File: src/hw/cpu_pkg.sv
// Shared sizes, instruction views and stage packets for the out-of-order core; import into each stage
package cpu_pkg;

    ////////////////////////////////////////////////////////////
    // Sizes and encodings
    ////////////////////////////////////////////////////////////

    localparam int XLEN      = 32;
    localparam int ARCH_REGS = 32;
    localparam int PHYS_REGS = 64;   // Pregs 0..31 hold the reset mapping
    localparam int ROB_SIZE  = 8;    // Power of two so pointers wrap for free
    localparam int RS_SIZE   = 4;

    localparam logic [6:0] OPC_OP     = 7'b0110011;   // R-type ALU
    localparam logic [6:0] OPC_OP_IMM = 7'b0010011;   // I-type ALU

    typedef logic [XLEN-1:0] data_t;
    typedef logic [XLEN-1:0] addr_t;
    typedef logic [4:0]      arch_reg_t;
    typedef logic [5:0]      phys_reg_t;
    typedef logic [2:0]      rob_idx_t;

    typedef enum logic [2:0] {
        ALU_ADD,
        ALU_SUB,
        ALU_AND,
        ALU_OR,
        ALU_XOR
    } alu_op_t;

    ////////////////////////////////////////////////////////////
    // Instruction word, two views of the same 32 bits
    ////////////////////////////////////////////////////////////

    typedef struct packed {
        logic [6:0] funct7;
        arch_reg_t  rs2;
        arch_reg_t  rs1;
        logic [2:0] funct3;
        arch_reg_t  rd;
        logic [6:0] opcode;
    } r_fields_t;

    typedef struct packed {
        logic [11:0] imm;     // Sign extended in decode
        arch_reg_t   rs1;
        logic [2:0]  funct3;
        arch_reg_t   rd;
        logic [6:0]  opcode;
    } i_fields_t;

    typedef union packed {
        r_fields_t r;
        i_fields_t i;
    } inst_t;

    ////////////////////////////////////////////////////////////
    // Stage packets
    ////////////////////////////////////////////////////////////

    typedef struct packed {
        logic  valid;
        addr_t pc;
        inst_t inst;
    } fetch_packet_t;

    typedef struct packed {
        logic      valid;
        addr_t     pc;
        alu_op_t   alu_op;
        logic      uses_imm;     // Second operand is imm
        data_t     imm;
        arch_reg_t rs1;
        arch_reg_t rs2;
        arch_reg_t rd;
        logic      dest_valid;   // Low for rd zero
    } decode_packet_t;

    typedef struct packed {
        alu_op_t   alu_op;
        logic      uses_imm;
        data_t     imm;
        phys_reg_t src1;
        phys_reg_t src2;
        logic      src1_ready;
        logic      src2_ready;
        phys_reg_t dest_preg;    // Preg 0 for x0 writes
        rob_idx_t  rob_idx;
    } rs_packet_t;

    typedef struct packed {
        logic      valid;
        alu_op_t   alu_op;
        logic      uses_imm;
        data_t     imm;
        phys_reg_t src1;
        phys_reg_t src2;
        phys_reg_t dest_preg;
        rob_idx_t  rob_idx;
    } issue_packet_t;

    typedef struct packed {
        logic      valid;
        phys_reg_t dest_preg;
        rob_idx_t  rob_idx;
        data_t     value;
    } cdb_packet_t;

    typedef struct packed {
        addr_t     pc;
        arch_reg_t arch_dest;
        logic      dest_valid;
        phys_reg_t old_preg;     // Mapping replaced by this instruction
    } rob_packet_t;

    typedef struct packed {
        logic      valid;
        phys_reg_t old_preg;
        logic      dest_valid;
    } retire_packet_t;

    typedef struct packed {
        logic      valid;
        addr_t     pc;
        arch_reg_t arch_dest;
        logic      dest_valid;
        data_t     value;
    } commit_packet_t;

endpackage

File: src/hw/rob.sv
// Reorder buffer: circular queue filled at dispatch, completed by CDB, retired in order
`timescale 1ns/1ps

module rob import cpu_pkg::*; (
    input  logic           clock,
    input  logic           rst_n,
    input  logic           dispatch,
    input  rob_packet_t    rob_entry,
    input  cdb_packet_t    cdb,
    output rob_idx_t       rob_tail,
    output logic           rob_full,
    output retire_packet_t retire_out,
    output commit_packet_t commit
);

    rob_packet_t               entry [ROB_SIZE];
    data_t                     value [ROB_SIZE];   // Result from the CDB
    logic [ROB_SIZE-1:0]       done;
    rob_idx_t                  head;
    logic [$clog2(ROB_SIZE):0] count;              // 0 to ROB_SIZE
    logic                      retire;

    assign rob_full = (count == ROB_SIZE);
    assign retire   = (count != '0) && done[head];

    always_ff @(posedge clock or negedge rst_n) begin
        if (!rst_n) begin
            head       <= '0;
            rob_tail   <= '0;
            count      <= '0;
            done       <= '0;
            commit     <= '0;
            retire_out <= '0;
        end else begin
            if (dispatch) begin
                done[rob_tail] <= 1'b0;
                rob_tail       <= rob_tail + 1'b1;   // Wraps at ROB_SIZE
            end
            if (cdb.valid) begin
                done[cdb.rob_idx] <= 1'b1;
            end
            commit.valid     <= retire;   // Single-cycle strobe
            retire_out.valid <= retire;
            if (retire) begin
                head                  <= head + 1'b1;
                commit.pc             <= entry[head].pc;
                commit.arch_dest      <= entry[head].arch_dest;
                commit.dest_valid     <= entry[head].dest_valid;
                commit.value          <= value[head];
                retire_out.old_preg   <= entry[head].old_preg;
                retire_out.dest_valid <= entry[head].dest_valid;
            end
            case ({dispatch, retire})
                2'b10:   count <= count + 1'b1;
                2'b01:   count <= count - 1'b1;
                default: count <= count;
            endcase
        end
    end

    // Payload
    always_ff @(posedge clock) begin
        if (dispatch) begin
            entry[rob_tail] <= rob_entry;
        end
        if (cdb.valid) begin
            value[cdb.rob_idx] <= cdb.value;
        end
    end

endmodule

File: config.mk
export PLATFORM = sky130hd
export DESIGN_NAME = rob
export DESIGN_NICKNAME = d
export VERILOG_FILES = /design/src/hw/cpu_pkg.sv /design/src/hw/rob.sv
export SDC_FILE = /design/constraint.sdc
export NUM_CORES = 1
export LEC_CHECK = 0
export ABC_AREA = 0
export BUFFER_PORTS_ARGS = -buffer_cell sky130_fd_sc_hd__buf_2
export CAP_MARGIN = 25
export CELL_PAD_IN_SITES_DETAIL_PLACEMENT = 2
export CELL_PAD_IN_SITES_GLOBAL_PLACEMENT = 2
export CORE_UTILIZATION = 40
export DETAILED_ROUTE_END_ITERATION = 6
export PLACE_DENSITY = 0.68
export SLEW_MARGIN = 20
export SYNTH_ARGS = -nofsm -noshare
export SYNTH_HDL_FRONTEND = slang
export SYNTH_SLANG_ARGS = --single-unit
File: constraint.sdc
create_clock -name clock -period 4.5 [get_ports clock]
set_input_delay 0.45 -clock clock [delete_from_list [all_inputs] [get_ports clock]]
set_output_delay 0.45 -clock clock [all_outputs]
set_load 0.005 [all_outputs]
==> results of run 1 <==
==> worst min path at each step <==
stage,startpoint,slack (ps),depth (start not counted),endpoint
final,rob_entry[19],110,1,entry[2][19]
after global routing,rob_entry[25],80,1,entry[7][25]
after CTS,rob_entry[19],60,1,entry[6][19]
after detailed placement,commit[62],490,1,commit[62]
after global placement,count[3],480,1,count[3]
after floorplan,rst_n,150,0,commit[0]
==> timing repair <==
item	4_1_cts	5_1_grt
buffers inserted	0	0
endpoints found under the hold margin	70	0
hold buffers	1	0
==> layer usage <==
metal  vias up  track usage, %
li1       5191               -
met1      6594            23.1
met2       263            33.6
met3       108            4.82
met4        20            4.17
met5         -               0
==> cells by family (layout without fill, tap and decap cells) <==
family | count (synthesis) | after routing
fa+ha+maj | 5 | 5
other cells | 0 | 2
compound gates | 21 | 21
xor+xnor | 8 | 8
mux | 310 | 310
simple gates | 37 | 37
buf+inv | 59 | 333
flops | 703 | 703
==> area by class of cell <==
type	instances	area, sq um
Multi-Input combinational cell	381	5800
Inverter	4	15.0
Antenna cell	2	5.00
Clock inverter	28	168
Tap cell	864	1080
Clock buffer	107	2110
Timing Repair Buffer	194	1160
Fill cell	5788	34900
Sequential cell	703	20600
==> per-stage QoR <==
| stage | power [mW] | hold WS [ps] |
|---|---|---|
| floorplan | 13.1 | 154 |
| detailed placement | 15.1 | 491 |
| global placement | 14.9 | 484 |
| CTS | 21.0 | 61.6 |
| global route | 21.6 | 81.9 |
| finish | 20.6 | 105 |
==> placed cells by master (no fill, tap or decap), types with 2 or more instances in the layout <==
cell type and count:
xnor2_1 2, o21bai_1 2, xor2_1 6, buf_4 19, mux2_4 8, nand2_1 6
nor2_1 3, nand2b_1 7, dfrtp_4 3, dfrtp_1 92, o21ai_0 12, clkbuf_8 11
mux4_2 153, clkinv_2 13, nor2_4 12, buf_2 164, mux2_2 148, buf_12 9
ha_1 5, inv_6 3, a31oi_1 3, diode_2 2, edfxtp_1 608, inv_1 4
nor3_2 4, clkbuf_16 75, clkbuf_1 21, clkinv_1 10
==> report_power, final <==
part           total, mW  switching (mW)  leakage (nW)  internal [mW]
logic               6.06            2.85          2.61           3.22
registers           8.75           0.581          6.63           8.17
clock network       5.76            2.45          1.13           3.31
total               20.6            5.88          10.4           14.7
==> state kept, by name, summed over array words and instances (netlist names) <==
name	cells
rob_tail	3
done	8
commit	71
count	4
retire_out	6
entry	352
value	256
head	3
==> critical path: cells and delay by family (launching register included) <==
kind	cells	cell delay, ps
and+or+nand+nor	2	410
adders and majority gates	2	460
muxes	1	390
DFF	1	770
AOI/OAI and AO/OA	2	330
xor gates and xnor gates	3	490
==> flow_summary.ini, run 1 <==
[floorplanning]
dieArea_sq_um = 67600
ioPinCount = 172
rows = 94
initial_core_util_pct = 40.4
die_h_um = 260
core_sq_um = 65900
dieWidth_um = 260

[timing]
setup_viol = 0
fin_crit_sh_pct = 65.9
hold_viol = 0
tightest_slew_ps = 1160
setup_ws_ps = 1530
relSlewSlack_pct = 23.0
finalCriticalPeriod_ps = 2970
final-max-slew-violation-count = 0
finClkSkew_ps = 17.7
rsz0062_at_grt = no
fmax_mhz = 337
finalSetupTns_ps = 0

[place]
place_congestion = 0.703
hpwl_um = 35100
portBuffers = 165
dpl_cell_area_sq_um = 28700
dp_slack_ps = 1470
place_inst = 2145

[drt]
drt-wirelength-per-cell_um = 27.2
wirelength_um = 62000
met3WireLength_um = 3600
routed.top_layer = met5
vias = 12200
drt-pass1-iter-count = 5
wl_met1_um = 24700
detail-route-antenna-nets = 0
drt_iter0_drc = 725
viasPerCell = 5.33
drc = 0
wl_met2_um = 32600

[synth]
yosysWarningCount = 0
synthAdderAreaFrac_pct = 0.235
synth_xor_area_share_pct = 0.263
synthesis.nets = 1237
synth.top_cells.by_area = edfxtp_1, mux4_2, dfrtp_1, mux2_2, mux2_4
synth_edf_count = 608
synthArstFlopShare_pct = 13.5
yosysMostFrequentCell = edfxtp_1
syn_inst = 1143
synth_top_family_by_area = multiplexers
ys_top_cells_by_count = edfxtp_1, mux4_2, mux2_2, dfrtp_1, clkbuf_1
yosysSeqAreaShare_pct = 77.5
synth.area.mux_share_pct = 19.7
synth_seq_cells = 703
synth_area_sq_um = 26600
synth_top_cell_by_area = edfxtp_1
ys.flop_type = edfxtp_1
synth_compound_area_share_pct = 0.479
ys_types = 31
synth-simple-area-share_pct = 0.667
avgSynthCellArea_sq_um = 23.3
yosysTopAreaCellShare_pct = 68.5

[global_route]
track_usage_pct = 18.9
grt_antenna_before_repair = 14
grt_pass1_vias = 13900
grt_pass1_wl_um = 92400
grt_overflow_total = 0
grt_max_degree = 154

[setup_path]
r2r-end = count[2]
critPathMaxFanout = 24
cp-endpoint = count[2]
r2r_cells = 10
endpoint_kind = flop
critPathKind = flop to flop
reg2reg_from = head[0]
cp_common_cell = xor2_1
max_stage_delay_ps = 770
crit_start = head[0]
crit_chain = mux2_2 > or3_1 > o211a_4 > ha_1 > xor2_1 > ha_1 > a21oi_1 > xor2_1 > nor2_1 > xor2_1
critPathLaunchType = flop
cp.required_ps = 4980
cp_slowest_cell = dfrtp_4
arrival_ps = 3450
rrSetupSlack_ps = 1530

[power]
p_leak_nw = 10.4
power.density_nw_per_um2 = 664
vdd_drop_max_mv = 0.798

[layout]
fin_area_sq_um = 31000
post-route-util_pct = 47.0
stdcell_count = 2283
drive_gt1_share_pct = 44.2
final_nets = 1452
area_growth_pct = 16.3

[cts]
clk_latency_ps = 610
cts_buffers = 74
cts_sinks = 703
path_clk_slew_ps = 60
ctsResizeCount = 0
clock-root-buffer = clkbuf_16
cts_tree = yes
cts-htree-levels = 3
ctsLongestPathBuffers = 3

[hold_path]
hold_path_class = primary input to flop

[run]
cap_violations = 0

[outcome]
status = completed
Note: power is estimated with default switching activity, not from simulation.
==> run 2, diff against run 1 <==
--- a/config.mk
+++ b/config.mk
@@ -5,14 +5,14 @@
 export SDC_FILE = /design/constraint.sdc
 export NUM_CORES = 1
 export LEC_CHECK = 0
-export ABC_AREA = 0
+export ABC_AREA = 1
 export BUFFER_PORTS_ARGS = -buffer_cell sky130_fd_sc_hd__buf_2
 export CAP_MARGIN = 25
 export CELL_PAD_IN_SITES_DETAIL_PLACEMENT = 2
 export CELL_PAD_IN_SITES_GLOBAL_PLACEMENT = 2
 export CORE_UTILIZATION = 40
 export DETAILED_ROUTE_END_ITERATION = 6
-export PLACE_DENSITY = 0.68
+export PLACE_DENSITY = 0.78
 export SLEW_MARGIN = 20
 export SYNTH_ARGS = -nofsm -noshare
 export SYNTH_HDL_FRONTEND = slang
==> constraint.sdc (replaced) <==
create_clock -name clock -period 3 [get_ports clock]
set_input_delay 0.3 -clock clock [delete_from_list [all_inputs] [get_ports clock]]
set_output_delay 0.3 -clock clock [all_outputs]
set_load 0.005 [all_outputs]
==> flow_summary.ini, run 2 <==
[outcome]
status = completed

[floorplanning]
ioPinCount = 172
initial_core_util_pct = 40.6
dieArea_sq_um = 77300
core_sq_um = 74900
rows = 100
die_h_um = 278
dieWidth_um = 278

[hold_path]
min_to = done[7]
hold_path_class = primary input to flop
holdPathStages = 3
min_from = cdb[34]

[setup_path]
r2r_cells = 14
r2r-end = count[2]
cp.required_ps = 3490
critPathKind = flop to flop
critPathMaxFanout = 21
critPathLaunchType = flop
reg2reg_from = head[1]
endpoint_kind = flop
arrival_ps = 3190
rrSetupSlack_ps = 300

[timing]
fin_crit_sh_pct = 90.0
finalCriticalPeriod_ps = 2700
hold_viol = 0
tightest_slew_ps = 964
setup_viol = 0
holdWs_ps = 173
final-max-slew-violation-count = 0
finClkSkew_ps = 23.6
rsz0062_at_grt = no
fmax_mhz = 371
relSlewSlack_pct = 35.7

[synth]
ys.flop_type = edfxtp_1
synth_xor_area_share_pct = 0.115
synth_top_family_by_area = simple AND/OR/NAND/NOR gates
avgSynthCellArea_sq_um = 9.81
ys_top_cells_by_count = nand2_1, inv_1, edfxtp_1, nand3_1, dfrtp_1
synth_compound_area_share_pct = 0.296
synth.area.mux_share_pct = 0
synthesis.nets = 3201
synth_edf_count = 608
yosysWarningCount = 0
synth_seq_cells = 703
synth_top_cell_by_area = edfxtp_1
synth-simple-area-share_pct = 21.4
synth_area_sq_um = 30500
synthArstFlopShare_pct = 13.5
synthAdderAreaFrac_pct = 0.205
yosysSeqAreaShare_pct = 67.7
yosysMostFrequentCell = nand2_1
ys_types = 22
syn_inst = 3107
synth.top_cells.by_area = edfxtp_1, nand2_1, dfrtp_1, inv_1, nand3_1
yosysTopAreaCellShare_pct = 59.9

[power]
vdd_drop_max_mv = 1.06
total_power_mw = 34.4
power.density_nw_per_um2 = 962
p_leak_nw = 16.7

[layout]
layout_common_cells = nand2_1, inv_1, edfxtp_1, nand3_1, buf_2
top_register = entry
largest_register_ff_count = 352
area_growth_pct = 17.3
drive_gt1_share_pct = 10.3
final_nets = 3429
largestRegisters = entry x352, value x256, commit x71
layout_commonest_cell = nand2_1

[drt]
drc = 0
viasPerCell = 5.09
detail-route-antenna-nets = 0
vias = 22300
drt-pass1-iter-count = 5
drt_iter0_drc = 1071
drt-wirelength-per-cell_um = 22.7
wirelength_um = 99400

[cts]
ctsLongestPathBuffers = 3
cts-hold-fix-buffers = 78
cts_sinks = 703
cts_buffers = 80
cts-htree-levels = 3
clk_latency_ps = 640
path_clk_slew_ps = 60
cts_tree = yes
clock-root-buffer = clkbuf_16
ctsResizeCount = 0
postCtsSetupRepairBufs = 0

[global_route]
grt_pass1_wl_um = 152000
grt_overflow_total = 0
grt_pass1_vias = 25500
grt_max_degree = 166
grt_antenna_before_repair = 6
track_usage_pct = 25.9

[run]
cap_violations = 0

[place]
portBuffers = 165
place_congestion = 0.722
hpwl_um = 55200
[run 2: cell families after synthesis]
logic type               after synthesis
AO/OA/AOI/OAI                         17
XOR/XNOR                               4
adder cells (fa/ha/maj)                5
buffers and inverters                775
flip-flops                           703
AND/OR/NAND/NOR                     1603
[run 2: critical path, cell delays in order, from the launching register on]
cell and delay (ps):
dfrtp_4 650, inv_4 100, nand3_1 140, nand2_1 90
nand2_1 120, nand3_4 90, inv_1 130, ha_1 250
inv_1 90, nand2_1 100, nand2_1 110, ha_1 220
a21oi_1 160, xor2_1 180, o21ai_0 140
[run 2: how the worst max path moves through the flow]
stage / cells after the start / from / end / slack [ps]
global placement: 14 / head[1] / count[2] / 700
CTS: 14 / head[1] / count[2] / 360
finish: 14 / head[1] / count[2] / 300
detailed placement: 14 / head[1] / count[2] / 480
global route: 14 / head[1] / count[2] / 150
floorplan: 3 / rob_tail[0] / entry[4][0] / -190
[run 2: layout make-up]
class	count	area (sq um)
diodes	3	7.51
inverters	630	2380
well taps	969	1210
clock buffers	101	2140
fillers	7773	39200
flip-flops and latches	703	20600
clock inverters	47	350
multi-input cells	1629	6860
repair buffers	291	2150
[run 2: where the power goes]
part | switching (mW) | internal, mW | leakage, nW
logic | 8.71 | 3.49 | 8.79
clock network | 4.03 | 5.49 | 1.23
registers | 0.699 | 12.0 | 6.70
[run 2: metrics by stage]
stage               cell area [sq um]  instances  utilization (%)  setup WS [ps]  setup TNS [ps]
floorplan                       30500       3107                -           -191          -30960
global placement                32400       4142             43.2            703               0
detailed placement              32400       4142             43.2            476               0
CTS                             35700       4368             47.6            357               0
global route                    35700       4371             47.7            148               0
finish                          35700       4373             47.7            301               0
[run 2: routing by layer]
metal  global-route usage (%)  up-vias  routed length (um)  part of all wire (%)
met5                        0        -                  61                 0.061
met4                     7.75       10                2270                   2.3
met3                     3.57      164                3640                   3.7
met2                     47.8      436               52300                    53
met1                     31.3    11500               41100                    41
li1                         -    10100                   -                     -
