===== config.mk =====
export PLATFORM = sky130hd
export DESIGN_NAME = dispatch_rename
export DESIGN_NICKNAME = d
export VERILOG_FILES = /design/src/hw/cpu_pkg.sv /design/src/hw/dispatch_rename.sv
export SDC_FILE = /design/constraint.sdc
export NUM_CORES = 1
export LEC_CHECK = 0
export BUFFER_PORTS_ARGS = -buffer_cell sky130_fd_sc_hd__buf_2
export CAP_MARGIN = 20
export CORE_ASPECT_RATIO = 2
export CORE_MARGIN = 1.5
export CORE_UTILIZATION = 54
export DETAILED_ROUTE_END_ITERATION = 10
export GPL_ROUTABILITY_DRIVEN = 0
export PLACE_DENSITY = 0.9
export SYNTH_ARGS = -nofsm -noshare
export SYNTH_HDL_FRONTEND = slang
export SYNTH_SLANG_ARGS = --single-unit

===== constraint.sdc =====
create_clock -name clock -period 2.6 [get_ports clock]
set_input_delay 0.13 -clock clock [delete_from_list [all_inputs] [get_ports clock]]
set_output_delay 0.13 -clock clock [all_outputs]
set_load 0.005 [all_outputs]

===== src/hw/cpu_pkg.sv =====
// Shared sizes, instruction views and stage packets for the out-of-order core; import into each stage
package cpu_pkg;

    ////////////////////////////////////////////////////////////
    // Sizes and encodings
    ////////////////////////////////////////////////////////////

    localparam int XLEN      = 32;
    localparam int ARCH_REGS = 32;
    localparam int PHYS_REGS = 64;   // Pregs 0..31 hold the reset mapping
    localparam int ROB_SIZE  = 8;    // Power of two so pointers wrap for free
    localparam int RS_SIZE   = 4;

    localparam logic [6:0] OPC_OP     = 7'b0110011;   // R-type ALU
    localparam logic [6:0] OPC_OP_IMM = 7'b0010011;   // I-type ALU

    typedef logic [XLEN-1:0] data_t;
    typedef logic [XLEN-1:0] addr_t;
    typedef logic [4:0]      arch_reg_t;
    typedef logic [5:0]      phys_reg_t;
    typedef logic [2:0]      rob_idx_t;

    typedef enum logic [2:0] {
        ALU_ADD,
        ALU_SUB,
        ALU_AND,
        ALU_OR,
        ALU_XOR
    } alu_op_t;

    ////////////////////////////////////////////////////////////
    // Instruction word, two views of the same 32 bits
    ////////////////////////////////////////////////////////////

    typedef struct packed {
        logic [6:0] funct7;
        arch_reg_t  rs2;
        arch_reg_t  rs1;
        logic [2:0] funct3;
        arch_reg_t  rd;
        logic [6:0] opcode;
    } r_fields_t;

    typedef struct packed {
        logic [11:0] imm;     // Sign extended in decode
        arch_reg_t   rs1;
        logic [2:0]  funct3;
        arch_reg_t   rd;
        logic [6:0]  opcode;
    } i_fields_t;

    typedef union packed {
        r_fields_t r;
        i_fields_t i;
    } inst_t;

    ////////////////////////////////////////////////////////////
    // Stage packets
    ////////////////////////////////////////////////////////////

    typedef struct packed {
        logic  valid;
        addr_t pc;
        inst_t inst;
    } fetch_packet_t;

    typedef struct packed {
        logic      valid;
        addr_t     pc;
        alu_op_t   alu_op;
        logic      uses_imm;     // Second operand is imm
        data_t     imm;
        arch_reg_t rs1;
        arch_reg_t rs2;
        arch_reg_t rd;
        logic      dest_valid;   // Low for rd zero
    } decode_packet_t;

    typedef struct packed {
        alu_op_t   alu_op;
        logic      uses_imm;
        data_t     imm;
        phys_reg_t src1;
        phys_reg_t src2;
        logic      src1_ready;
        logic      src2_ready;
        phys_reg_t dest_preg;    // Preg 0 for x0 writes
        rob_idx_t  rob_idx;
    } rs_packet_t;

    typedef struct packed {
        logic      valid;
        alu_op_t   alu_op;
        logic      uses_imm;
        data_t     imm;
        phys_reg_t src1;
        phys_reg_t src2;
        phys_reg_t dest_preg;
        rob_idx_t  rob_idx;
    } issue_packet_t;

    typedef struct packed {
        logic      valid;
        phys_reg_t dest_preg;
        rob_idx_t  rob_idx;
        data_t     value;
    } cdb_packet_t;

    typedef struct packed {
        addr_t     pc;
        arch_reg_t arch_dest;
        logic      dest_valid;
        phys_reg_t old_preg;     // Mapping replaced by this instruction
    } rob_packet_t;

    typedef struct packed {
        logic      valid;
        phys_reg_t old_preg;
        logic      dest_valid;
    } retire_packet_t;

    typedef struct packed {
        logic      valid;
        addr_t     pc;
        arch_reg_t arch_dest;
        logic      dest_valid;
        data_t     value;
    } commit_packet_t;

endpackage


===== src/hw/dispatch_rename.sv =====
// Rename and dispatch: map table, free list and complete list feeding the ROB and RS
`timescale 1ns/1ps

module dispatch_rename import cpu_pkg::*; (
    input  logic           clock,
    input  logic           rst_n,
    input  decode_packet_t decode_in,
    input  logic           rob_full,
    input  logic           rs_full,
    input  rob_idx_t       rob_tail,
    input  cdb_packet_t    cdb,
    input  retire_packet_t retire_in,
    output logic           stall,
    output logic           dispatch,
    output rs_packet_t     rs_entry,
    output rob_packet_t    rob_entry
);

    phys_reg_t            map_table [ARCH_REGS];
    logic [PHYS_REGS-1:0] free_list;       // One bit per preg, set when free
    logic [PHYS_REGS-1:0] complete_list;   // Set when the value is in the regfile
    phys_reg_t            new_preg;
    phys_reg_t            src1;
    phys_reg_t            src2;
    logic                 alloc;

    // Lowest numbered free preg
    always_comb begin
        new_preg = '0;
        for (int i = PHYS_REGS - 1; i >= 0; i--) begin
            if (free_list[i]) begin
                new_preg = phys_reg_t'(i);
            end
        end
    end

    assign stall    = rob_full | rs_full | ~|free_list;
    assign dispatch = decode_in.valid & ~stall;
    assign alloc    = dispatch & decode_in.dest_valid;
    assign src1     = map_table[decode_in.rs1];
    assign src2     = map_table[decode_in.rs2];

    always_comb begin
        rs_entry.alu_op     = decode_in.alu_op;
        rs_entry.uses_imm   = decode_in.uses_imm;
        rs_entry.imm        = decode_in.imm;
        rs_entry.src1       = src1;
        rs_entry.src2       = src2;
        // Ready if complete, or its tag is on the CDB right now
        rs_entry.src1_ready = complete_list[src1] | (cdb.valid && cdb.dest_preg == src1);
        rs_entry.src2_ready = complete_list[src2] | (cdb.valid && cdb.dest_preg == src2)
                            | decode_in.uses_imm;   // No second register
        rs_entry.dest_preg  = decode_in.dest_valid ? new_preg : '0;   // x0 goes to preg 0
        rs_entry.rob_idx    = rob_tail;

        rob_entry.pc         = decode_in.pc;
        rob_entry.arch_dest  = decode_in.rd;
        rob_entry.dest_valid = decode_in.dest_valid;
        rob_entry.old_preg   = map_table[decode_in.rd];   // Freed when this retires
    end

    ////////////////////////////////////////////////////////////
    // Rename state
    ////////////////////////////////////////////////////////////

    always_ff @(posedge clock or negedge rst_n) begin
        if (!rst_n) begin
            for (int i = 0; i < ARCH_REGS; i++) begin
                map_table[i] <= phys_reg_t'(i);   // Identity mapping
            end
            free_list     <= {{(PHYS_REGS-ARCH_REGS){1'b1}}, {ARCH_REGS{1'b0}}};
            complete_list <= {{(PHYS_REGS-ARCH_REGS){1'b0}}, {ARCH_REGS{1'b1}}};
        end else begin
            if (alloc) begin
                map_table[decode_in.rd] <= new_preg;
                free_list[new_preg]     <= 1'b0;
                complete_list[new_preg] <= 1'b0;   // Pending until its CDB
            end
            if (cdb.valid) begin
                complete_list[cdb.dest_preg] <= 1'b1;
            end
            if (retire_in.valid && retire_in.dest_valid) begin
                free_list[retire_in.old_preg] <= 1'b1;   // Recycle old mapping
            end
        end
    end

endmodule


==> results of run 1 <==
## cell usage after synthesis (6+ instances only)
library cell	number	area, um2
buf_4	86	646
nand3b_1	8	60.1
nand2_1	96	360
mux4_2	134	3020
buf_2	17	85.1
buf_1	12	45.0
a22oi_1	8	60.1
nor2b_1	12	75.1
nor2_1	88	330
buf_6	7	78.8
nor3b_1	10	75.1
o22ai_1	6	37.5
nand2b_1	11	68.8
mux4_1	26	683
o31ai_1	6	45.0
and2_1	11	68.8
a22o_1	91	797
a221oi_1	7	61.3
or3_1	6	37.5
mux2i_1	65	651
a31oi_1	11	68.8
dfstp_2	144	3780
o2bb2ai_1	29	254
nor3_1	17	85.1
xor2_1	8	70.1
nand3_1	110	551
nor4_1	16	100
and3_1	9	56.3
clkbuf_1	51	191
o21ai_0	30	150
mux2_2	202	2270
clkbuf_8	7	96.3
a21oi_1	24	120
nand4_1	7	43.8
inv_1	26	97.6
dfrtp_1	176	4400
## metrics by stage
| stage | setup TNS, ns | cells | cell area, um2 |
|---|---|---|---|
| 2_1_floorplan | -0.209 | 1665 | 20600 |
| 3_3_place_gp | -153.60 | 2457 | 24100 |
| 3_5_place_dp | -188.47 | 2457 | 24100 |
| 4_1_cts | -110.68 | 2686 | 29700 |
## per-layer routing
metal	global-route usage	GRT overflow
met1	0.774	3
met2	0.937	150
met3	0.692	8
met4	0.817	118
met5	0.470	0
## what timing repair did
| action | CTS |
|---|---|
| setup buffers | 162 |
| gates resized for setup | 598 |
| setup endpoints to repair | 344 |
| hold endpoints to repair | 76 |
| pin swaps | 191 |
| gates cloned | 18 |
| hold buffers | 4 |
## kinds of logic after synthesis
logic type,after synthesis,share of synthesized area
AO/OA/AOI/OAI,259,0.0990
XOR/XNOR,9,0.00384
buffers and inverters,215,0.0663
flip-flops,320,0.399
multiplexers,430,0.325
AND/OR/NAND/NOR,432,0.107
==> results.rst, run 1 <==
.. list-table::
   :header-rows: 1

   * - Metric
     - Value
   * - First logged error message
     - [ERROR GRT-0116] Global routing finished with congestion. Check the congestion regions in the DRC Viewer.
   * - Overall overflow remaining after global route
     - 279
   * - Number of placement rows
     - 100
   * - Half-perimeter wire length of the detailed placement result
     - 61300 um
   * - TritonCTS Buffers
     - 29
   * - Number of global-route vias before repair
     - 27700
   * - Port Buffers
     - 71
   * - Die Span Y
     - 279 um
   * - Gate count after technology mapping
     - 1665
   * - Total GRT Usage
     - 0.801
   * - Syn avg cell area
     - 12.3 um2
   * - Combined area of all synthesized cells
     - 20500 um2
   * - First-pass GRT wire length
     - 226000 um
   * - Post-synth ARST share
     - 1.00
   * - Number of top-level pins
     - 247
   * - Synth Register Bits
     - 320
   * - Pre-CTS setup slack
     - -0.980 ns
   * - Maximum number of pins on one net before global-route repair
     - 79
   * - Post-Synthesis Net Count
     - 1807
   * - Total number of clock tree sinks
     - 320
   * - Most used DFF post-synth
     - dfrtp_1
   * - Unique masters post-synth
     - 81
   * - Status
     - aborted with a tool error
   * - Clk buf depth
     - 3
   * - Chip width
     - 141 um
   * - Clock root buffer master
     - clkbuf_16
   * - Initial Utilization
     - 0.550
   * - Failing step
     - global routing (5_1_grt)
   * - Number of flops mapped to enable cells by yosys
     - 0
   * - Post-synthesis sequential area ratio
     - 0.399
   * - Total of warnings raised by yosys
     - 0
   * - CTS H-tree depth
     - 1
==> run 2, diff against run 1 <==
--- a/config.mk
+++ b/config.mk
@@ -7,12 +7,11 @@
 export LEC_CHECK = 0
 export BUFFER_PORTS_ARGS = -buffer_cell sky130_fd_sc_hd__buf_2
 export CAP_MARGIN = 20
-export CORE_ASPECT_RATIO = 2
 export CORE_MARGIN = 1.5
-export CORE_UTILIZATION = 54
+export CORE_UTILIZATION = 40
 export DETAILED_ROUTE_END_ITERATION = 10
 export GPL_ROUTABILITY_DRIVEN = 0
-export PLACE_DENSITY = 0.9
+export PLACE_DENSITY_LB_ADDON = 0.15
 export SYNTH_ARGS = -nofsm -noshare
 export SYNTH_HDL_FRONTEND = slang
 export SYNTH_SLANG_ARGS = --single-unit
==> constraint.sdc (replaced) <==
create_clock -name clock -period 3.38 [get_ports clock]
set_input_delay 0.169 -clock clock [delete_from_list [all_inputs] [get_ports clock]]
set_output_delay 0.169 -clock clock [all_outputs]
set_load 0.005 [all_outputs]
==> run 2 against run 1 <==
Compared with the run above: the flow now finishes, with violations (setup timing); area after synthesis stayed put; synthesized cell count is the same.
==> results.rst, run 2 <==
.. list-table::
   :header-rows: 1

   * - Metric
     - Value
   * - Most flops, register
     - map_table
   * - Post-layout total power
     - 0.0121 W
   * - Clk buf depth
     - 3 (unchanged)
   * - Half-perimeter wire length of the detailed placement result
     - 50900 um (-17%)
   * - Most frequent cell after synthesis
     - mux2_2
   * - Clock root buffer master
     - clkbuf_16
   * - CTS H-tree depth
     - 2 (+1)
   * - CTS clock-pin slew for the worst setup and hold paths
     - 0.05 ns
   * - Number of global-route vias before repair
     - 15600
   * - Net count reported at finish
     - 1890
   * - Delay of the slowest cell on the worst path
     - 0.56 ns
   * - Total count of hold-check failures in the final report
     - 0
   * - Die Area
     - 52700 um2
   * - Via Count
     - 15400
   * - Syn avg cell area
     - 12.3 um2 (unchanged)
   * - Number of top-level pins
     - 247 (unchanged)
   * - Period minus WS final
     - 3.87 ns
   * - Count of maximum capacitance violations
     - 0
   * - Status
     - complete, but fails checks
   * - Hold-critical path depth
     - 3
   * - Chip width
     - 229 um (+63%)
   * - Startpoint class of the critical path
     - flop
   * - Initial DRC count
     - 1420
   * - DRT Wirelength
     - 70300 um
   * - DRC viols
     - 0
   * - Pre-CTS setup slack
     - -0.133 ns (+0.847 ns)
   * - Worst Setup Slack, final
     - -0.492 ns
   * - Routed via count divided by cell count
     - 6.28
   * - Latest clock arrival within the worst-skew pair
     - 0.57 ns
   * - Share of the clock period used by the worst path after layout
     - 1.15
   * - Ratio of total power to cell area
     - 513 nW/um2
   * - Standard cell core area
     - 50400 um2
   * - Unrepaired setup endpoints after global routing
     - yes
   * - Capturing element type of the critical path
     - output port
   * - Startpoint-to-endpoint class of the critical path
     - reg -> out
   * - Post-route non-filler standard cell count
     - 2452
   * - Gate count after technology mapping
     - 1665 (unchanged)
   * - Maximum number of pins on one net before global-route repair
     - 90
   * - Number of detailed-route iterations in the first pass
     - 8
   * - Flip-flop count of the largest register after layout
     - 192
   * - Fraction of synthesized cell area taken by the top area cell type
     - 0.215 (unchanged)
   * - Unique masters post-synth
     - 81 (unchanged)
   * - Relative slew margins
     - 0.295
   * - Maximum clock frequency
     - 0.258 GHz
   * - Port Buffers
     - 71 (unchanged)
   * - Max stage delay cell, worst path
     - mux4_1
   * - Initial Utilization
     - 0.407 (-0.143)
   * - Die Span Y
     - 229 um (-18%)
   * - Worst setup slack for register-to-register paths
     - 0.03 ns
   * - Total number of clock tree sinks
     - 320 (unchanged)
   * - Top flop regs
     - map_table (192), complete_list (64), free_list (64)
   * - WHS
     - 0.0662 ns
   * - Capture instance of the worst register-to-register path
     - map_table[37]$_DFFE_PN0P_
   * - Clock tree from TritonCTS
     - done
   * - Total of warnings raised by yosys
     - 0 (unchanged)
   * - Top cells by instance count after synthesis
     - 202 x mux2_2, 176 x dfrtp_1, 144 x dfstp_2
   * - Drt wl/cell
     - 28.7 um
   * - Largest fanout on the critical path
     - 15
   * - Number of antenna violations at the first check in global routing
     - 0
   * - Critical Path Source
     - map_table[42]$_DFFE_PN0P_
   * - Post-Synthesis Net Count
     - 1807 (unchanged)
   * - Final number of max-transition violations
     - 0
   * - P&R area growth vs syn
     - 15.0%
   * - Number of nets with antenna violations after detailed routing
     - 0
   * - Overall overflow remaining after global route
     - 0
   * - Proportion of layout cells with a drive suffix above 1
     - 0.474
   * - Number of placement rows
     - 82 (-18%)
   * - Setup tns final
     - -0.758 ns
   * - Number of flops mapped to enable cells by yosys
     - 0 (unchanged)
   * - First-pass GRT wire length
     - 104000 um
   * - Total GRT Usage
     - 0.266
   * - Startpoint of the worst register-to-register path
     - free_list[52]$_DFF_PN1_
   * - TritonCTS Buffers
     - 40 (+38%)
   * - Antenna diodes
     - 0
   * - Static leakage
     - 9.99 nW
   * - Number of placed instances, taps included
     - 2352 (-4.3%)
   * - Destination of the critical timing path
     - rs_entry[10]
   * - Combined area of all synthesized cells
     - 20500 um2 (unchanged)
   * - Setup violators final
     - 2
   * - Post-synth ARST share
     - 1.00 (unchanged)
   * - Synth Register Bits
     - 320 (unchanged)
   * - Worst-Margin Slew
     - 1.05 ns
   * - Most common cell after layout, fill and taps aside
     - mux2_2
   * - Final setup skew
     - 0.0302 ns
   * - Top cells by area in the synthesized netlist
     - dfrtp_1 21%, dfstp_2 18%, mux4_2 15%
   * - Most used cells in the layout excluding fill and tap cells
     - 202 x mux2_2, 176 x dfrtp_1, 144 x dfstp_2, 134 x mux4_2, 118 x buf_4
   * - Post-synthesis sequential area ratio
     - 0.399 (unchanged)
   * - Worst IR drop on VDD
     - 0.482 mV
   * - Ordered list of cells on the worst path
     - mux4_2 > mux2i_1 > nor3_1 > a41oi_2 > and3_4 > buf_12 > mux4_1 > o21ai_0 > nand4_1 > nor2_1 > o32ai_2 > buf_2
   * - Required time worst endpoint
     - 3.21 ns
   * - Arrival time at the worst endpoint
     - 3.70 ns
   * - Violated checks
     - setup timing
   * - Biggest area consumer among synthesized cells
     - dfrtp_1
   * - Kind of path behind the tightest hold check
     - in -> reg
   * - Cell count of the worst reg-to-reg path
     - 9
   * - Most used DFF post-synth
     - dfrtp_1
-- run 2: layout make-up --
cell class                 instances  area, um2
inverter                          29        114
fill                            4563      26800
clock buffer                      58       1170
timing repair buffer             226       1900
sequential                       320       8190
multi-input combinational       1131      11200
clock inverter                    16        151
tap                              672        841
-- run 2: worst max-delay path: cells and delay by family (launching register included) --
kind	cells	cell delay (ns)
flip-flops	1	0.41
multiplexers	3	1.22
buffers and inverters	2	0.30
AND/OR/NAND/NOR	4	0.65
AO/OA/AOI/OAI	3	0.56
-- run 2: kinds of logic (layout without fill, tap and decap cells) --
logic type	after synthesis	count (layout)	share of synthesized area
AND/OR/NAND/NOR	432	432	0.107
flip-flops	320	320	0.399
AO/OA/AOI/OAI	259	260	0.0990
buffers and inverters	215	329	0.0663
multiplexers	430	430	0.325
XOR/XNOR	9	9	0.00384
-- run 2: through the flow --
step,cell area [um2],util
detailed placement,21800,0.432
finish,23600,0.468
floorplan,20500,-
global placement,21800,0.432
CTS,23300,0.463
global route,23600,0.468
-- run 2: worst min-delay path by stage --
stage	to	startpoint	slack [ns]
floorplan	complete_list[32]$_DFF_PN0_	rst_n	-0.13
global placement	free_list[24]$_DFF_PN0_	rst_n	0.27
detailed placement	free_list[24]$_DFF_PN0_	rst_n	0.28
CTS	complete_list[15]$_DFF_PN1_	cdb[35]	0.04
global route	complete_list[15]$_DFF_PN1_	cdb[35]	0.08
finish	free_list[0]$_DFF_PN0_	decode_in[84]	0.07
-- run 2: timing repair --
item | in CTS | in global routing
gates cloned | 1 | 1
setup endpoints to repair | 10 | 92
pin swaps | 4 | 12
hold endpoints to repair | 44 | 0
hold buffers | 7 | 0
setup buffers | 6 | 11
gates resized for setup | 18 | 39
-- run 2: layer usage --
layer | global-route usage | part of all wire | routed length (um) | vias up
met2 | 0.452 | 0.50 | 34800 | 625
met4 | 0.121 | 0.049 | 3450 | 0
met5 | 0 | 0 | 0 | -
met3 | 0.0372 | 0.056 | 3910 | 150
li1 | - | - | - | 6577
met1 | 0.337 | 0.40 | 28100 | 8046
-- run 2: power breakdown --
| group | leakage [nW] | internal [W] | switching (W) |
|---|---|---|---|
| logic | 5.47 | 0.00125 | 0.00170 |
| clock network | 0.643 | 0.00257 | 0.00179 |
| registers | 3.88 | 0.00436 | 0.000445 |
| total | 9.99 | 0.00818 | 0.00394 |
No activity file was read; power rests on OpenSTA's default activity.
==> run 3, diff against run 2 <==
==> constraint.sdc (replaced) <==
create_clock -name clock -period 3.65 [get_ports clock]
set_input_delay 0.1825 -clock clock [delete_from_list [all_inputs] [get_ports clock]]
set_output_delay 0.1825 -clock clock [all_outputs]
set_load 0.005 [all_outputs]
==> run 3 against run 2 <==
Compared with the run above: the flow still finishes with violations (setup timing); sequential power down 8.1%; non-clock buffer count down 23; sequential share of layout area up 0.66 points; wire length down 3.5%; global-route usage down 0.65 points; setup slack better by 0.20 ns; flip-flop and latch count unchanged; critical path depth up 1.
==> results.rst, run 3 (same netlist as run 2, synthesis figures left out) <==
.. list-table::
   :header-rows: 1

   * - Metric
     - Value
   * - Share of the clock period used by the worst path after layout
     - 1.08
   * - Ordered list of cells on the worst path
     - mux4_2 > mux2i_2 > nor3_2 > a41oi_2 > and3_4 > buf_12 > buf_8 > mux4_2 > o21ai_1 > nand4_1 > nor2_1 > o32ai_2 > buf_2
   * - Maximum clock frequency
     - 0.254 GHz
   * - Number of fill cells
     - 4566 (+0.066%)
   * - Cell count of the worst reg-to-reg path
     - 10 (+1)
   * - Via Count
     - 15100 (-1.8%)
   * - Status
     - complete, but fails checks
   * - Hold wc startpoint
     - cdb[35]
   * - TritonCTS Buffers
     - 39 (-2.5%)
   * - Number of placement rows
     - 82 (unchanged)
   * - Sum of routed wire segments on met1
     - 27400 um (-2.6%)
   * - Unrepaired setup endpoints after global routing
     - yes
   * - Startpoint-to-endpoint class of the critical path
     - reg -> out
   * - Internal power
     - 0.00750 W (-8.3%)
   * - Non-Filler Cell Area, Final
     - 23200 um2 (-1.9%)
   * - Top flop regs
     - map_table (192), complete_list (64), free_list (64)
   * - Hold EP
     - complete_list[15]$_DFF_PN1_
   * - Total number of clock tree sinks
     - 320 (unchanged)
   * - Static leakage
     - 9.82 nW (-1.8%)
   * - Pre-CTS setup slack
     - 0.0431 ns (+0.176 ns)
   * - Worst-Margin Slew
     - 1.10 ns (+0.0492 ns)
   * - Clk buf depth
     - 3 (unchanged)
   * - Crit path top cell by count
     - mux4_2
   * - Ratio of total power to cell area
     - 473 nW/um2 (-7.8%)
   * - Half-perimeter wire length of the detailed placement result
     - 49600 um (-2.6%)
   * - Number of nets with antenna violations after detailed routing
     - 0 (unchanged)
   * - Port Buffers
     - 71 (unchanged)
   * - Die Span Y
     - 229 um (unchanged)
   * - Kind of path behind the tightest hold check
     - in -> reg
   * - Delay of the slowest cell on the worst path
     - 0.50 ns (-0.06 ns)
   * - Number of antenna violations at the first check in global routing
     - 1 (+1)
   * - Highest metal used
     - met5
   * - Clock group share of total power
     - 0.364 (+0.004)
   * - Initial DRC count
     - 1465 (+3.2%)
   * - Startpoint class of the critical path
     - flop
   * - Maximum number of pins on one net before global-route repair
     - 122 (+36%)
   * - Proportion of layout cells with a drive suffix above 1
     - 0.452 (-0.0224)
   * - Switching share of power
     - 0.315 (-0.00959)
   * - Latest clock arrival within the worst-skew pair
     - 0.57 ns (about the same)
   * - Clock tree from TritonCTS
     - done
   * - Flip-flop count of the largest register after layout
     - 192 (unchanged)
   * - Sequential cell fraction of total power
     - 0.403 (+0.007)
   * - Worst IR drop on VDD
     - 0.375 mV (-22%)
   * - Number of detailed-route iterations in the first pass
     - 6 (-2)
   * - Count of maximum capacitance violations
     - 0 (unchanged)
   * - Standard cell core area
     - 50400 um2 (unchanged)
   * - Worst setup slack for register-to-register paths
     - 0.15 ns (+0.12 ns)
   * - Initial Utilization
     - 0.407 (unchanged)
   * - WHS
     - 0.0267 ns (-0.0395 ns)
   * - Violated checks
     - setup timing
   * - Routed via count divided by cell count
     - 6.24 (-0.69%)
   * - Relative slew margins
     - 0.262 (-0.0329)
   * - CTS H-tree depth
     - 2 (unchanged)
   * - Required time worst endpoint
     - 3.47 ns (+0.26 ns)
   * - Routed length on met2
     - 33700 um (-3.2%)
   * - Dpl cell area
     - 21500 um2 (-1.3%)
   * - Total GRT Usage
     - 0.260 (-0.00651)
   * - Number of top-level pins
     - 247 (unchanged)
   * - Net count reported at finish
     - 1865 (-1.3%)
   * - Area of the multi-input gates
     - 11100 um2 (-1.1%)
   * - Flip-flop and latch area
     - 8190 um2 (unchanged)
   * - Worst Setup Slack, final
     - -0.291 ns (+0.201 ns)
   * - Total met3 wirelength after detailed routing
     - 3890 um (-0.28%)
   * - Share of power burned in combinational logic
     - 0.233 (-0.011)
   * - Drt wl/cell
     - 28.0 um (-2.4%)
   * - Total count of hold-check failures in the final report
     - 0 (unchanged)
   * - Hold-critical path depth
     - 3 (unchanged)
   * - Final setup skew
     - 0.0229 ns (-0.00732 ns)
   * - DRC viols
     - 0 (unchanged)
   * - Number of global-route vias before repair
     - 15400 (-1.5%)
   * - Clock root buffer master
     - clkbuf_16
   * - Most used cells in the layout excluding fill and tap cells
     - 202 x mux2_2, 176 x dfrtp_1, 144 x dfstp_2, 134 x mux4_2, 110 x nand3_1
   * - Max stage delay cell, worst path
     - mux4_2
   * - CTS clock-pin slew for the worst setup and hold paths
     - 0.06 ns (about the same)
   * - Period minus WS final
     - 3.94 ns
   * - DRT Wirelength
     - 67800 um (-3.5%)
   * - Antenna diodes
     - 0 (unchanged)
   * - Psw
     - 0.00346 W (-12%)
   * - Capturing element type of the critical path
     - output port
   * - Chip width
     - 229 um (unchanged)
   * - Die Area
     - 52700 um2 (unchanged)
   * - Most common cell after layout, fill and taps aside
     - mux2_2
   * - Setup violators final
     - 2 (unchanged)
   * - Arrival time at the worst endpoint
     - 3.76 ns (+0.06 ns)
   * - Largest fanout on the critical path
     - 6 (-9)
   * - Capture instance of the worst register-to-register path
     - map_table[66]$_DFFE_PN0P_
   * - Overall overflow remaining after global route
     - 0 (unchanged)
   * - P&R area growth vs syn
     - 12.8%
   * - Final number of max-transition violations
     - 0 (unchanged)
   * - First-pass GRT wire length
     - 102000 um (-2.1%)
   * - Startpoint of the worst register-to-register path
     - free_list[52]$_DFF_PN1_
   * - Most flops, register
     - map_table
run 3: cell count changes in the layout (fill, tap and decap cells not counted), moves of 4 or more:
cell,change
nor2_2,-7
nand3_1,+5
nor4_1,+4
buf_12,-8
nor2_1,+7
clkbuf_8,-5
buf_6,-5
inv_6,-4
buf_4,-12
nand3_2,-5
run 3: per-layer routing:
| layer | vias up | track usage |
|---|---|---|
| li1 | 6510 | - |
| met1 | 7881 | 0.330 |
| met3 | 151 | 0.0420 |
| met2 | 580 | 0.440 |
| met4 | 2 | 0.107 |
| met5 | - | 0 |
run 3: how the worst max path moves through the flow:
stage / from / endpoint / slack [ns] / cells past startpoint
3_3_place_gp: decode_in[11] / rs_entry[10] / 0.05 / 12
2_1_floorplan: decode_in[11] / rs_entry[10] / 0.85 / 12
5_1_grt: map_table[30]$_DFFE_PN0P_ / rs_entry[10] / -0.38 / 14
3_5_place_dp: decode_in[6] / rs_entry[9] / 0.04 / 15
4_1_cts: map_table[78]$_DFFE_PN0P_ / rs_entry[10] / -0.26 / 13
6_report: map_table[78]$_DFFE_PN0P_ / rs_entry[10] / -0.29 / 13
run 3: per-stage QoR:
| stage | instances | utilization | TNS (ns) | power, W |
|---|---|---|---|---|
| floorplan | 1665 | - | 0 | 0.00604 |
| global placement | 2331 | 0.427 | 0 | 0.00685 |
| detailed placement | 2331 | 0.427 | 0 | 0.00690 |
| CTS | 2421 | 0.458 | -0.372 | 0.0110 |
| global route | 2425 | 0.460 | -0.646 | 0.0114 |
| finish | 2425 | 0.460 | -0.369 | 0.0110 |
run 3: cell type report:
cell class                      count  area share
Multi-Input combinational cell   1130       0.480
Sequential cell                   320       0.354
Timing Repair Buffer              203      0.0695
Clock buffer                       55      0.0479
Tap cell                          672      0.0363
Clock inverter                     16     0.00800
Inverter                           29     0.00497
run 3: worst max-delay path, delay by kind of cell (launching register included):
kind                   cells  cell delay, ns
AND/OR/NAND/NOR            4            0.66
multiplexers               3            1.18
flip-flops                 1            0.40
buffers and inverters      3            0.40
AO/OA/AOI/OAI              3            0.56
run 3: repair_timing:
action	4_1_cts	5_1_grt
setup endpoints to repair	2	5
cloned	1	0
endpoints found under the hold margin	69	0
hold buffers	7	0
gates resized for setup	24	12
buffers inserted	11	5
pin swaps	9	9
run 3: power by group through the flow:
stage          combinational, W  sequential, W  clock (W)
5_1_grt                 0.00277        0.00446    0.00421
3_5_place_dp            0.00245        0.00445          0
6_report                0.00255        0.00441    0.00399
2_1_floorplan           0.00174        0.00430          0
4_1_cts                 0.00251        0.00440    0.00406
3_3_place_gp            0.00241        0.00444          0
